[src/sdram_check_pkg.sv]
`default_nettype none

package sdram_check_pkg;

    ////////////////////////////////////////
    // Widths with a meaning.
    ////////////////////////////////////////

    typedef logic [23:0] sdram_addr_t; // Bank(2) + row(13) + column(9).
    typedef logic [15:0] sdram_word_t; // One SDRAM data word.
    typedef logic [7:0]  uart_byte_t;  // Serial payload byte.
    typedef logic [1:0]  word_index_t; // Word within a burst.
    typedef logic [2:0]  byte_index_t; // Byte within a burst, 0 to 7.

    // Self-test steps.
    typedef enum logic [2:0] {
        WRITE_BURST,  // Hold write request until done.
        READ_BURST,   // Hold read request until done.
        COMPARE_BYTE, // Check one byte of the read-back.
        SEND_BYTE,    // Wait for the serial frame.
        PAUSE,        // Gap between rounds.
        HALT_ERROR,   // Mismatch seen, led on.
        TEST_DONE     // Last address finished.
    } check_state_t;

    ////////////////////////////////////////
    // Constants.
    ////////////////////////////////////////

    localparam int BURST_WORDS = 4; // Four-word burst mode.
    localparam int ADDR_STEP   = 4; // One burst per round.

    // 133.33 MHz / 115200 baud.
    localparam int DEFAULT_BIT_CYCLES = 1157;

    // Roughly 16.7 ms between rounds.
    localparam int DEFAULT_PAUSE_CYCLES = 2222222;

    // Start of last burst in a 480x800 frame.
    localparam int DEFAULT_LAST_ADDR = 383996;

    localparam int FRAME_BITS = 11; // Start, eight data, two stop.

endpackage

`default_nettype wire

[src/pattern_generator.sv]
`timescale 1ns/1ns
`default_nettype none

module pattern_generator #(
    parameter int LAST_ADDR = sdram_check_pkg::DEFAULT_LAST_ADDR
) (
    input  logic                         clk_133MHz_210,
    input  logic                         rst_n,
    input  logic                         advance,   // Step to next round.
    output sdram_check_pkg::sdram_addr_t rw_addr,   // Burst start address.
    output sdram_check_pkg::sdram_word_t test_word, // Written to all four words.
    output logic                         last_addr  // Current round is the last.
);

    ////////////////////////////////////////
    // Address and data pattern.
    ////////////////////////////////////////

    // New values one cycle after advance.
    always_ff @(posedge clk_133MHz_210 or negedge rst_n) begin
        if (!rst_n) begin
            rw_addr   <= '0;
            test_word <= '0;
        end else if (advance) begin
            rw_addr   <= rw_addr + sdram_check_pkg::sdram_addr_t'(sdram_check_pkg::ADDR_STEP);
            test_word <= test_word + 1'b1; // Round n writes n.
        end
    end

    assign last_addr = (rw_addr == sdram_check_pkg::sdram_addr_t'(LAST_ADDR));

    // Bursts stay aligned across all rounds.
    assert property (@(posedge clk_133MHz_210) disable iff (!rst_n)
        (rw_addr % sdram_check_pkg::ADDR_STEP) == 0);

endmodule

`default_nettype wire

[src/readback_comparator.sv]
`timescale 1ns/1ns
`default_nettype none

module readback_comparator (
    input  logic                         clk_133MHz_210,
    input  logic                         rst_n,
    input  logic                         capture,   // Latch read burst.
    input  sdram_check_pkg::sdram_word_t rd_data0,
    input  sdram_check_pkg::sdram_word_t rd_data1,
    input  sdram_check_pkg::sdram_word_t rd_data2,
    input  sdram_check_pkg::sdram_word_t rd_data3,
    input  sdram_check_pkg::sdram_word_t test_word, // Expected value.
    input  sdram_check_pkg::byte_index_t byte_sel,  // Byte under test.
    output sdram_check_pkg::uart_byte_t  tx_byte,   // Byte to send.
    output logic                         word_bad   // Whole word mismatch.
);

    sdram_check_pkg::sdram_word_t rd_word [sdram_check_pkg::BURST_WORDS]; // Read-back.
    sdram_check_pkg::word_index_t word_idx;
    sdram_check_pkg::sdram_word_t sel_word;

    ////////////////////////////////////////
    // Read-back capture.
    ////////////////////////////////////////

    always_ff @(posedge clk_133MHz_210 or negedge rst_n) begin
        if (!rst_n) begin
            for (int w = 0; w < sdram_check_pkg::BURST_WORDS; w++) begin
                rd_word[w] <= '0;
            end
        end else if (capture) begin
            rd_word[0] <= rd_data0;
            rd_word[1] <= rd_data1;
            rd_word[2] <= rd_data2;
            rd_word[3] <= rd_data3;
        end
    end

    ////////////////////////////////////////
    // Compare and byte select.
    ////////////////////////////////////////

    // Two bytes per word.
    assign word_idx = byte_sel[2:1];
    assign sel_word = rd_word[word_idx];

    // Both bytes of a word fail together.
    assign word_bad = (sel_word != test_word);

    // Even index is high byte, sent first.
    assign tx_byte = byte_sel[0] ? sel_word[7:0] : sel_word[15:8];

endmodule

`default_nettype wire

[src/uart_byte_tx.sv]
`timescale 1ns/1ns
`default_nettype none

module uart_byte_tx #(
    parameter int BIT_CYCLES = sdram_check_pkg::DEFAULT_BIT_CYCLES
) (
    input  logic                        clk_133MHz_210,
    input  logic                        rst_n,
    input  logic                        tx_start, // Begin frame.
    input  sdram_check_pkg::uart_byte_t tx_data,
    output logic                        uart_txd, // Serial line, idle high.
    output logic                        tx_done   // Last cycle of second stop bit.
);

    logic [$clog2(BIT_CYCLES + 1)-1:0]               cyc_cnt;   // Cycles within a bit.
    logic [$clog2(sdram_check_pkg::FRAME_BITS)-1:0]  bit_cnt;   // Bit within the frame.
    logic [sdram_check_pkg::FRAME_BITS-2:0]          shift_reg; // Bits after start bit.
    logic                                            busy;
    logic                                            bit_end;
    logic                                            frame_end;

    assign bit_end   = busy && (cyc_cnt == $bits(cyc_cnt)'(BIT_CYCLES - 1));
    assign frame_end = bit_end
                    && (bit_cnt == $bits(bit_cnt)'(sdram_check_pkg::FRAME_BITS - 1));
    assign tx_done   = frame_end;

    ////////////////////////////////////////
    // Bit timing and line drive.
    ////////////////////////////////////////

    always_ff @(posedge clk_133MHz_210 or negedge rst_n) begin
        if (!rst_n) begin
            busy     <= 1'b0;
            cyc_cnt  <= '0;
            bit_cnt  <= '0;
            uart_txd <= 1'b1;
        end else if (tx_start) begin
            busy     <= 1'b1;
            cyc_cnt  <= '0;
            bit_cnt  <= '0;
            uart_txd <= 1'b0; // Start bit.
        end else if (busy) begin
            if (bit_end) begin
                cyc_cnt <= '0;
                if (frame_end) begin
                    busy     <= 1'b0;
                    uart_txd <= 1'b1; // Back to idle.
                end else begin
                    bit_cnt  <= bit_cnt + 1'b1;
                    uart_txd <= shift_reg[0]; // LSB first.
                end
            end else begin
                cyc_cnt <= cyc_cnt + 1'b1;
            end
        end
    end

    // Payload shifter, data then two stop bits.
    always_ff @(posedge clk_133MHz_210) begin
        if (tx_start) begin
            shift_reg <= {2'b11, tx_data};
        end else if (bit_end && !frame_end) begin
            shift_reg <= {1'b1, shift_reg[sdram_check_pkg::FRAME_BITS-2:1]};
        end
    end

    // Sequencer waits for tx_done before the next byte.
    assert property (@(posedge clk_133MHz_210) disable iff (!rst_n)
        tx_start |-> !busy);

endmodule

`default_nettype wire

[src/check_sequencer.sv]
`timescale 1ns/1ns
`default_nettype none

module check_sequencer #(
    parameter int PAUSE_CYCLES = sdram_check_pkg::DEFAULT_PAUSE_CYCLES
) (
    input  logic                         clk_133MHz_210,
    input  logic                         rst_n,
    input  logic                         wr_done,   // Memory finished write.
    input  logic                         rd_done,   // Memory finished read.
    input  logic                         word_bad,  // From comparator.
    input  logic                         tx_done,   // Frame sent.
    input  logic                         last_addr, // Round at final address.
    output logic                         wr_req,
    output logic                         rd_req,
    output logic                         capture,   // Same cycle as rd_done.
    output logic                         tx_start,  // First cycle of SEND_BYTE.
    output logic                         advance,   // End of pause.
    output logic                         led,
    output sdram_check_pkg::byte_index_t byte_sel
);

    sdram_check_pkg::check_state_t       state;
    logic [$clog2(PAUSE_CYCLES + 1)-1:0] pause_cnt; // Cycles spent in PAUSE.
    logic                                pause_end;

    // Last cycle of the pause.
    assign pause_end = (state == sdram_check_pkg::PAUSE)
                    && (pause_cnt == $bits(pause_cnt)'(PAUSE_CYCLES - 1));

    // Read data sits on the bus only with rd_done.
    assign capture = (state == sdram_check_pkg::READ_BURST) && rd_done;

    // No advance after the last round, address stays put.
    assign advance = pause_end && !last_addr;

    ////////////////////////////////////////
    // Self-test FSM.
    ////////////////////////////////////////

    always_ff @(posedge clk_133MHz_210 or negedge rst_n) begin
        if (!rst_n) begin
            state     <= sdram_check_pkg::WRITE_BURST;
            wr_req    <= 1'b0;
            rd_req    <= 1'b0;
            tx_start  <= 1'b0;
            byte_sel  <= '0;
            pause_cnt <= '0;
            led       <= 1'b0;
        end else begin
            tx_start <= 1'b0; // Strobe.
            case (state)
                sdram_check_pkg::WRITE_BURST: begin
                    if (wr_done) begin
                        wr_req <= 1'b0; // Drop in cycle after done.
                        state  <= sdram_check_pkg::READ_BURST;
                    end else begin
                        wr_req <= 1'b1;
                    end
                end
                sdram_check_pkg::READ_BURST: begin
                    if (rd_done) begin
                        rd_req   <= 1'b0;
                        byte_sel <= '0; // Word 0 high byte first.
                        state    <= sdram_check_pkg::COMPARE_BYTE;
                    end else begin
                        rd_req <= 1'b1;
                    end
                end
                sdram_check_pkg::COMPARE_BYTE: begin
                    if (word_bad) begin
                        led   <= 1'b1; // Halt, nothing more is sent.
                        state <= sdram_check_pkg::HALT_ERROR;
                    end else begin
                        tx_start <= 1'b1;
                        state    <= sdram_check_pkg::SEND_BYTE;
                    end
                end
                sdram_check_pkg::SEND_BYTE: begin
                    if (tx_done) begin
                        // Byte 7 is the low byte of word 3.
                        if (byte_sel == sdram_check_pkg::byte_index_t'(7)) begin
                            pause_cnt <= '0;
                            state     <= sdram_check_pkg::PAUSE;
                        end else begin
                            byte_sel <= byte_sel + 1'b1;
                            state    <= sdram_check_pkg::COMPARE_BYTE;
                        end
                    end
                end
                sdram_check_pkg::PAUSE: begin
                    if (pause_end) begin
                        pause_cnt <= '0;
                        state     <= last_addr ? sdram_check_pkg::TEST_DONE
                                               : sdram_check_pkg::WRITE_BURST;
                    end else begin
                        pause_cnt <= pause_cnt + 1'b1;
                    end
                end
                sdram_check_pkg::HALT_ERROR,
                sdram_check_pkg::TEST_DONE: begin
                    state <= state; // Terminal, wait for reset.
                end
                default: begin
                    state <= sdram_check_pkg::WRITE_BURST;
                end
            endcase
        end
    end

    ////////////////////////////////////////
    // Checks.
    ////////////////////////////////////////

    // One burst in flight, never both directions.
    assert property (@(posedge clk_133MHz_210) disable iff (!rst_n)
        !(wr_req && rd_req));

    // Frames start only from the send step.
    assert property (@(posedge clk_133MHz_210) disable iff (!rst_n)
        tx_start |-> (state == sdram_check_pkg::SEND_BYTE));

endmodule

`default_nettype wire

[src/sdram_check_top.sv]
`timescale 1ns/1ns
`default_nettype none

module sdram_check_top #(
    parameter int BIT_CYCLES   = sdram_check_pkg::DEFAULT_BIT_CYCLES,
    parameter int PAUSE_CYCLES = sdram_check_pkg::DEFAULT_PAUSE_CYCLES,
    parameter int LAST_ADDR    = sdram_check_pkg::DEFAULT_LAST_ADDR
) (
    input  logic                         clk_133MHz_210, // 133 MHz, 210 degree phase.
    input  logic                         rst_n,

    // Memory side.
    output logic                         wr_req,   // Level, held until wr_done.
    output logic                         rd_req,   // Level, held until rd_done.
    output sdram_check_pkg::sdram_addr_t rw_addr,  // Burst start address.
    output sdram_check_pkg::sdram_word_t wr_data0,
    output sdram_check_pkg::sdram_word_t wr_data1,
    output sdram_check_pkg::sdram_word_t wr_data2,
    output sdram_check_pkg::sdram_word_t wr_data3,
    input  logic                         wr_done,  // One-cycle pulse.
    input  logic                         rd_done,  // One-cycle pulse, data valid.
    input  sdram_check_pkg::sdram_word_t rd_data0,
    input  sdram_check_pkg::sdram_word_t rd_data1,
    input  sdram_check_pkg::sdram_word_t rd_data2,
    input  sdram_check_pkg::sdram_word_t rd_data3,

    // Status.
    output logic                         uart_txd, // Idle high.
    output logic                         led       // High on mismatch.
);

    ////////////////////////////////////////
    // Internal nets.
    ////////////////////////////////////////

    logic                         capture;   // Latch read burst.
    logic                         word_bad;  // Selected word differs.
    logic                         tx_start;  // Start one frame.
    logic                         tx_done;   // Frame finished.
    logic                         advance;   // Next round.
    logic                         last_addr; // At final burst.
    sdram_check_pkg::byte_index_t byte_sel;
    sdram_check_pkg::uart_byte_t  tx_byte;
    sdram_check_pkg::sdram_word_t test_word; // Same value in all four slots.

    assign wr_data0 = test_word;
    assign wr_data1 = test_word;
    assign wr_data2 = test_word;
    assign wr_data3 = test_word;

    check_sequencer #(
        .PAUSE_CYCLES (PAUSE_CYCLES)
    ) seq_i (
        .clk_133MHz_210 (clk_133MHz_210),
        .rst_n          (rst_n),
        .wr_done        (wr_done),
        .rd_done        (rd_done),
        .word_bad       (word_bad),
        .tx_done        (tx_done),
        .last_addr      (last_addr),
        .wr_req         (wr_req),
        .rd_req         (rd_req),
        .capture        (capture),
        .tx_start       (tx_start),
        .advance        (advance),
        .led            (led),
        .byte_sel       (byte_sel)
    );

    pattern_generator #(
        .LAST_ADDR (LAST_ADDR)
    ) pat_i (
        .clk_133MHz_210 (clk_133MHz_210),
        .rst_n          (rst_n),
        .advance        (advance),
        .rw_addr        (rw_addr),
        .test_word      (test_word),
        .last_addr      (last_addr)
    );

    readback_comparator cmp_i (
        .clk_133MHz_210 (clk_133MHz_210),
        .rst_n          (rst_n),
        .capture        (capture),
        .rd_data0       (rd_data0),
        .rd_data1       (rd_data1),
        .rd_data2       (rd_data2),
        .rd_data3       (rd_data3),
        .test_word      (test_word),
        .byte_sel       (byte_sel),
        .tx_byte        (tx_byte),
        .word_bad       (word_bad)
    );

    uart_byte_tx #(
        .BIT_CYCLES (BIT_CYCLES)
    ) tx_i (
        .clk_133MHz_210 (clk_133MHz_210),
        .rst_n          (rst_n),
        .tx_start       (tx_start),
        .tx_data        (tx_byte),
        .uart_txd       (uart_txd),
        .tx_done        (tx_done)
    );

endmodule

`default_nettype wire

[config.mk]
export PLATFORM = sky130hd
export DESIGN_NAME = sdram_check_top
export DESIGN_NICKNAME = d
export VERILOG_FILES = /design/src/sdram_check_pkg.sv /design/src/pattern_generator.sv /design/src/readback_comparator.sv /design/src/uart_byte_tx.sv /design/src/check_sequencer.sv /design/src/sdram_check_top.sv
export SDC_FILE = /design/constraint.sdc
export NUM_CORES = 1
export LEC_CHECK = 0
export ABC_AREA = 1
export BUFFER_PORTS_ARGS = -buffer_cell sky130_fd_sc_hd__buf_4
export CORE_MARGIN = 5
export CORE_UTILIZATION = 50
export CTS_CLUSTER_SIZE = 14
export DETAILED_ROUTE_END_ITERATION = 6
export PLACE_DENSITY = 0.8
export SLEW_MARGIN = 40
export SYNTH_ARGS = -nofsm -noshare
export SYNTH_HDL_FRONTEND = slang
export SYNTH_SLANG_ARGS = --single-unit
[constraint.sdc]
create_clock -name clk_133MHz_210 -period 1.86 [get_ports clk_133MHz_210]
set_input_delay 0.372 -clock clk_133MHz_210 [delete_from_list [all_inputs] [get_ports clk_133MHz_210]]
set_output_delay 0.372 -clock clk_133MHz_210 [all_outputs]
set_load 0.02 [all_outputs]
Word-level counts from Yosys, hierarchy flattened:

Index checks and enable logic that the tools add are counted.

* register bits: 161
* output and inout bits: 92

* bitwise gates (word level): 2
* $lt $le $gt $ge: 1
* eq/ne operators: 19
* reductions and logical operators: 21
* multiplexer cells: 41
* add/sub/neg operators: 6

Operator list (number)
* two-way mux 22 bit: 3
* one-hot mux 22 bit (2 select lines): 1
* two-way mux 11 bit: 3
* binary-select mux 16 bit (select 2 bit): 1
* two-way mux 16 bit: 2
* two-way mux 3 bit: 10
* adder 24 x 3 -> 24 bit, second input constant: 1
* == test 24 x 19 -> 1 bit, second input constant: 1
* two-way mux 8 bit: 3
* adder 22 x 1 -> 22 bit, second input constant: 1
* == test 22 bit, second input constant: 1
* one-hot mux 3 bit (6 select lines): 1
* adder 16 x 1 -> 16 bit, second input constant: 1
* two-way mux 4 bit: 4
* != test 16 bit: 1
* == test 3 bit, second input constant: 4
* two-way mux 1 bit: 12
* adder 11 x 1 -> 11 bit, second input constant: 1
* == test 11 bit, second input constant: 1
* nonzero test 2 bit: 5
* != test 2 bit, second input constant: 4
* == test 3 x 2 -> 1 bit, second input constant: 2
* logical AND 1 bit: 6
* != test 2 x 1 -> 1 bit, second input constant: 3
* other kinds (15): 18

Depth between registers and ports, before layout:

* depth after elaboration: 7
* depth in mapped cells: 17

Cells and area by module:

From an unflattened synthesis, not the netlist that was laid out.

* cell total of the unflattened synthesis: 1126
* area total of the unflattened synthesis: 9311.4 µm²

Modules (own cells, without submodules)
* readback_comparator: cells each 341, area each 3480.8 µm², sequential area each 1601.5 µm², instances 1
* check_sequencer: cells each 310, area each 2067.0 µm², sequential area each 800.8 µm², instances 1
* pattern_generator: cells each 248, area each 2020.7 µm², sequential area each 950.9 µm², instances 1
* uart_byte_tx: cells each 179, area each 1382.6 µm², sequential area each 666.9 µm², instances 1
* sdram_check_top: cells each 48, area each 360.3 µm², sequential area each 0.0 µm², instances 1

Worst setup path after synthesis:

OpenSTA, ideal clock, no wires.

* path type: register to register
* from: register pat_i.rw_addr[3]
* to: register pat_i.rw_addr[10]
* stages on the path, launching flop included: 12
* path buffers: 1
* setup slack: -0.045 ns
* required time: 1.740 ns
* period minus slack after synthesis: 1.905 ns
* arrival: 1.785 ns
* path through: dfrtp_1 > ha_1 > nand2_1 > nor2_2 > nand2_2 > clkinv_2 > nand4_2 > nand2_4 > clkinv_8 > buf_12 > o21ai_2 > o21ai_2

* cells in the longest elaborated chain, start to end: 3
* elaborated cells between the ends (all ways): 4
* those cells by class: 1 x add/sub; 1 x eq/ne; 2 x reduce/logical

RTL lines
* from (decl): line pattern_generator.sv:10 `output sdram_check_pkg::sdram_addr_t rw_addr,`
* from (signal assigned): line pattern_generator.sv:25 `rw_addr <= rw_addr + sdram_check_pkg::sdram_addr_t'(sdram_check_pkg::ADDR_STEP);`
* branches (longest 3 deep; another with adder 24 x 3 -> 24 bit)

Parallel ways; which one is timed is not known.
A chain may end at the register's enable or synchronous reset.

Final worst setup path:

* from: register seq_i.byte_sel[1]
* to: register seq_i.state[2]

* cells in the longest elaborated chain, start to end: 7
* elaborated cells between the ends (all ways): 10
* those cells by class: 2 x eq/ne; 7 x mux; 1 x bitwise

RTL lines
* from (decl): line check_sequencer.sv:20 `output sdram_check_pkg::byte_index_t byte_sel`
* from (signal assigned): line check_sequencer.sv:86 `byte_sel <= byte_sel + 1'b1;`
* NOT 2 -> 3 bit (not written as such): line readback_comparator.sv:45 `assign sel_word = rd_word[word_idx];`
* binary-select mux 16 bit (select 2 bit): line readback_comparator.sv:45
* two-way mux 16 bit (not written as such) (2 in series): line readback_comparator.sv:45
* != test 16 bit: line readback_comparator.sv:48 `assign word_bad = (sel_word != test_word);`
* two-way mux 3 bit: line check_sequencer.sv:71 `if (word_bad) begin`
* one-hot mux 3 bit (6 select lines) *: line check_sequencer.sv:52 `case (state)`
* to (signal assigned): line check_sequencer.sv:56 `state <= sdram_check_pkg::READ_BURST;`
* to (signal assigned): line check_sequencer.sv:73 `state <= sdram_check_pkg::HALT_ERROR;`
* to (signal assigned): line check_sequencer.sv:76 `state <= sdram_check_pkg::SEND_BYTE;`
* to (decl): line check_sequencer.sv:23 `sdram_check_pkg::check_state_t state;`

Mark *: on every way between the ends. The rest lies on a longest branch, timed or not. The select of a mux whose other input is x is not followed.

==> impl_metrics.yaml <==
yosys:
  synth.avg_cell_area_sq_um: 7.73
  synth_edf_count: 8
  synth_top_family_by_area: "simple AND/OR/NAND/NOR gates"
  synth_xor_area_frac: 0.0502
  syn_inst: 1197
  synth_simple_gate_area_frac: 0.323
  synthAdderAreaFrac: 0.0135
  yosysUniqueCellTypes: 49
  synth.mux.area_fraction: 0
  ys_seq_elements: 159
  seq_area_frac_synth: 0.435
  yosysWarnings: 0
  ys.flop_type: "dfrtp_1"
  synthesis.area_sq_um: 9250
  synth_compound_area_frac: 0.0712
  async_reset_ff_frac: 0.950
sta:
  fin_crit_ns: 1.94
  finalCritPeriodShare: 1.04
  rsz0062_at_grt: "yes"
  setup_violations: 1
  fmax_mhz: 516
  hold_viol: 0
  finalMaxSlewViolations: 0
  finalClockSkew_ns: 0.0127
  fin_ws_ns: -0.0785
placed_design:
  gp_congestion: 0.936
  io_buffer_count: 157
  place_ws_ns: -0.0381
  place_area_sq_um: 10900
  dpl.hpwl_um: 19000
detailed_routing:
  post-route-drc-count: 0
  routed_wirelength_um: 26800
  drt_iter0_drc: 803
  via_count: 8789
  antenna_left: 0
  routedWlPerCell_um: 16.4
  first_pass_iters: 6
  viasPerCell: 5.40
min_path:
  holdCritStartpoint: "rd_data1[11]"
  hold_path_class: "in2reg"
clock_network:
  h-tree-depth: 4
  clk_latency_ns: 0.44
  root_buffer: "clkbuf_16"
  clock_path_buffers: 2
  cts_num_sinks: 159
  tritoncts: "done"
  path_clk_slew_ns: 0.07
  cts_buffers: 17
finish:
  multiInputGateArea_sq_um: 4610
  nFillCells: 1400
  reg_top3: "cmp_i.rd_word: 64 flops, pat_i.rw_addr: 22 flops, seq_i.pause_cnt: 22 flops"
  nNetsFinal: 1464
  diodes: 0
  regArea_sq_um: 4030
  largest_reg_flops: 64
  largest-register: "cmp_i.rd_word"
  syn2layout_area_growth_pct: 30.9
  drive_above_1_share: 0.325
  final_area_sq_um: 12100
worst_setup_path:
  end_kind: "flop"
  path_cells: "inv_4 > buf_12 > buf_16 > nand2_2 > nand3_2 > nand2_2 > nand2_1 > nand2_1 > nor2_1 > nand2_1 > nor2_4 > nand2_1 > nand2_1 > nand2_1 > nand2_1 > nand2_1"
  crit_type: "reg2reg"
  path_max_fanout: 8
  crit_start: "seq_i.byte_sel[1]$_DFFE_PN0P_"
  arrival_ns: 2.27
  r2r-start: "seq_i.byte_sel[1]$_DFFE_PN0P_"
  cpMostUsedCell: "nand2_1"
  slowest_delay_ns: 0.45
  crit_required_ns: 2.19
  crit_path_start_kind: "flop"
  cp_slowest_cell: "dfrtp_2"
  critPathTopFamily: "simple AND/OR/NAND/NOR gates"
  path_buf_inv: 3
floorplan:
  die_area_sq_um: 21300
  fp.coreArea_sq_um: 18100
  die_y_um: 146
  start_util: 0.511
  fp-row-count: 49
  die_width_um: 146
  ioPinCount: 160
global_route:
  grt_usage: 0.245
  grt_pass1_wl_um: 42700
  grt_overflow: 0
  grt_max_degree: 51
  grt_pass1_vias: 8554
  antenna_found_initial: 0
flow_run:
  drv_cap: 0
run_status:
  violations: "negative setup slack"
  status: "finished, violations left"
power:
  p_leak_nw: 5.88
  p_per_area_nw_per_um2: 628
  irDropWorstVdd_mv: 0.630
==> metal layers <==
metal,GRT usage,part of all wire,up-vias
li1,-,-,4191
met1,0.328,0.42,4160
met2,0.402,0.49,381
met3,0.0567,0.076,57
met4,0.0696,0.021,0
met5,0,0,-
==> synth_stat cells, types with 7 or more instances <==
cell      instances  share of area
nor4_1            9         0.0061
a21oi_1          10         0.0054
xor2_1           45          0.043
buf_4            51          0.041
nor3_1           28          0.015
nand2_2          27          0.018
nand4_1          26          0.018
o22a_1            7         0.0066
dfrtp_1         150           0.41
o31ai_1          10         0.0081
o21ai_0          22          0.012
xnor2_1           8         0.0076
nand3_1          87          0.047
ha_1             10          0.014
inv_1            77          0.031
o21ai_1          20          0.011
clkbuf_1         12         0.0049
o21ai_2          24          0.023
inv_2            12         0.0049
buf_2            14         0.0076
nand2_1         435           0.18
nor2_1           68          0.028
edfxtp_1          8          0.026
==> logic make-up after synthesis <==
kind of cell / after synthesis
AOI/OAI and AO/OA: 100
xor gates and xnor gates: 53
adders and majority gates: 10
buffers and inverters: 181
DFF: 159
other: 1
and+or+nand+nor: 693
==> report_power, final <==
| part | internal (mW) | leakage [nW] | switching [mW] |
|---|---|---|---|
| registers | 3.55 | 2.04 | 0.0520 |
| logic | 0.183 | 3.54 | 0.210 |
| clock network | 2.03 | 0.302 | 1.58 |
==> repair_timing <==
action	4_1_cts	5_1_grt
buffers inserted	8	3
resized for setup	26	91
endpoints found under the hold margin	26	0
hold buffers	1	0
endpoints found under the setup margin	2	78
gates cloned	3	4
pin swaps	11	30
==> per-stage QoR <==
step | setup TNS (ns) | hold slack (ns) | cells | power (mW) | util
after CTS | 0 | 0.120 | 1622 | 7.60 | 0.648
after global routing | -1.02 | 0.122 | 1628 | 7.85 | 0.669
after global placement | -0.0632 | 0.280 | 1578 | 3.99 | 0.601
final | -0.0785 | 0.125 | 1628 | 7.61 | 0.669
after detailed placement | -0.0604 | 0.281 | 1578 | 4.00 | 0.601
after floorplan | 0 | 0.0764 | 1198 | 3.77 | -
==> final cells by class <==
| type | instances | share of cell area |
|---|---|---|
| clock inverters | 15 | 0.0146 |
| inverters | 92 | 0.0301 |
| repair buffers | 258 | 0.183 |
| well taps | 229 | 0.0237 |
| multi-input cells | 858 | 0.381 |
| clock buffers | 17 | 0.0351 |
| flip-flops and latches | 159 | 0.333 |
==> worst reg2reg max path, delay by kind of cell, from the launching register on <==
kind          cells  cell delay (ns)
simple gates     13             1.01
flops             1             0.45
buf+inv           3             0.37
==> final timing paths <==
| path | to | slack (ns) | depth (start not counted) |
|---|---|---|---|
| worst max-delay path | seq_i.state[2]$_DFFE_PN0P_ | -0.08 | 16 |
| worst min-delay path | cmp_i.rd_word[43]$_DFFE_PN0P_ | 0.12 | 3 |
| worst max register to register | seq_i.state[2]$_DFFE_PN0P_ | -0.08 | 16 |
| worst min register to register | cmp_i.rd_word[2]$_DFFE_PN0P_ | 0.47 | 2 |
| max in group asynchronous | seq_i.byte_sel[1]$_DFFE_PN0P_ | 0.90 | 3 |
| min in group asynchronous | tx_i.cyc_cnt[3]$_DFFE_PN0P_ | 0.39 | 2 |
==> cell usage in the layout (no fill, tap or decap), types with 5 or more instances in the layout <==
master / n
ha_1: 8
buf_6: 7
buf_12: 13
o21ai_2: 26
inv_1: 76
buf_4: 232
o21ai_0: 18
o31ai_1: 9
edfxtp_1: 8
nand3_2: 28
a21oi_1: 10
inv_8: 5
o22a_1: 7
dfrtp_1: 146
clkbuf_16: 19
nand4_1: 26
nor2_2: 6
xnor2_1: 8
nor4_1: 7
nor2_1: 59
nand2_2: 58
o21ai_1: 21
inv_2: 11
nor3_1: 26
nand3_1: 57
xor2_1: 45
nand2_1: 401
No activity file was read; power rests on OpenSTA's default activity.
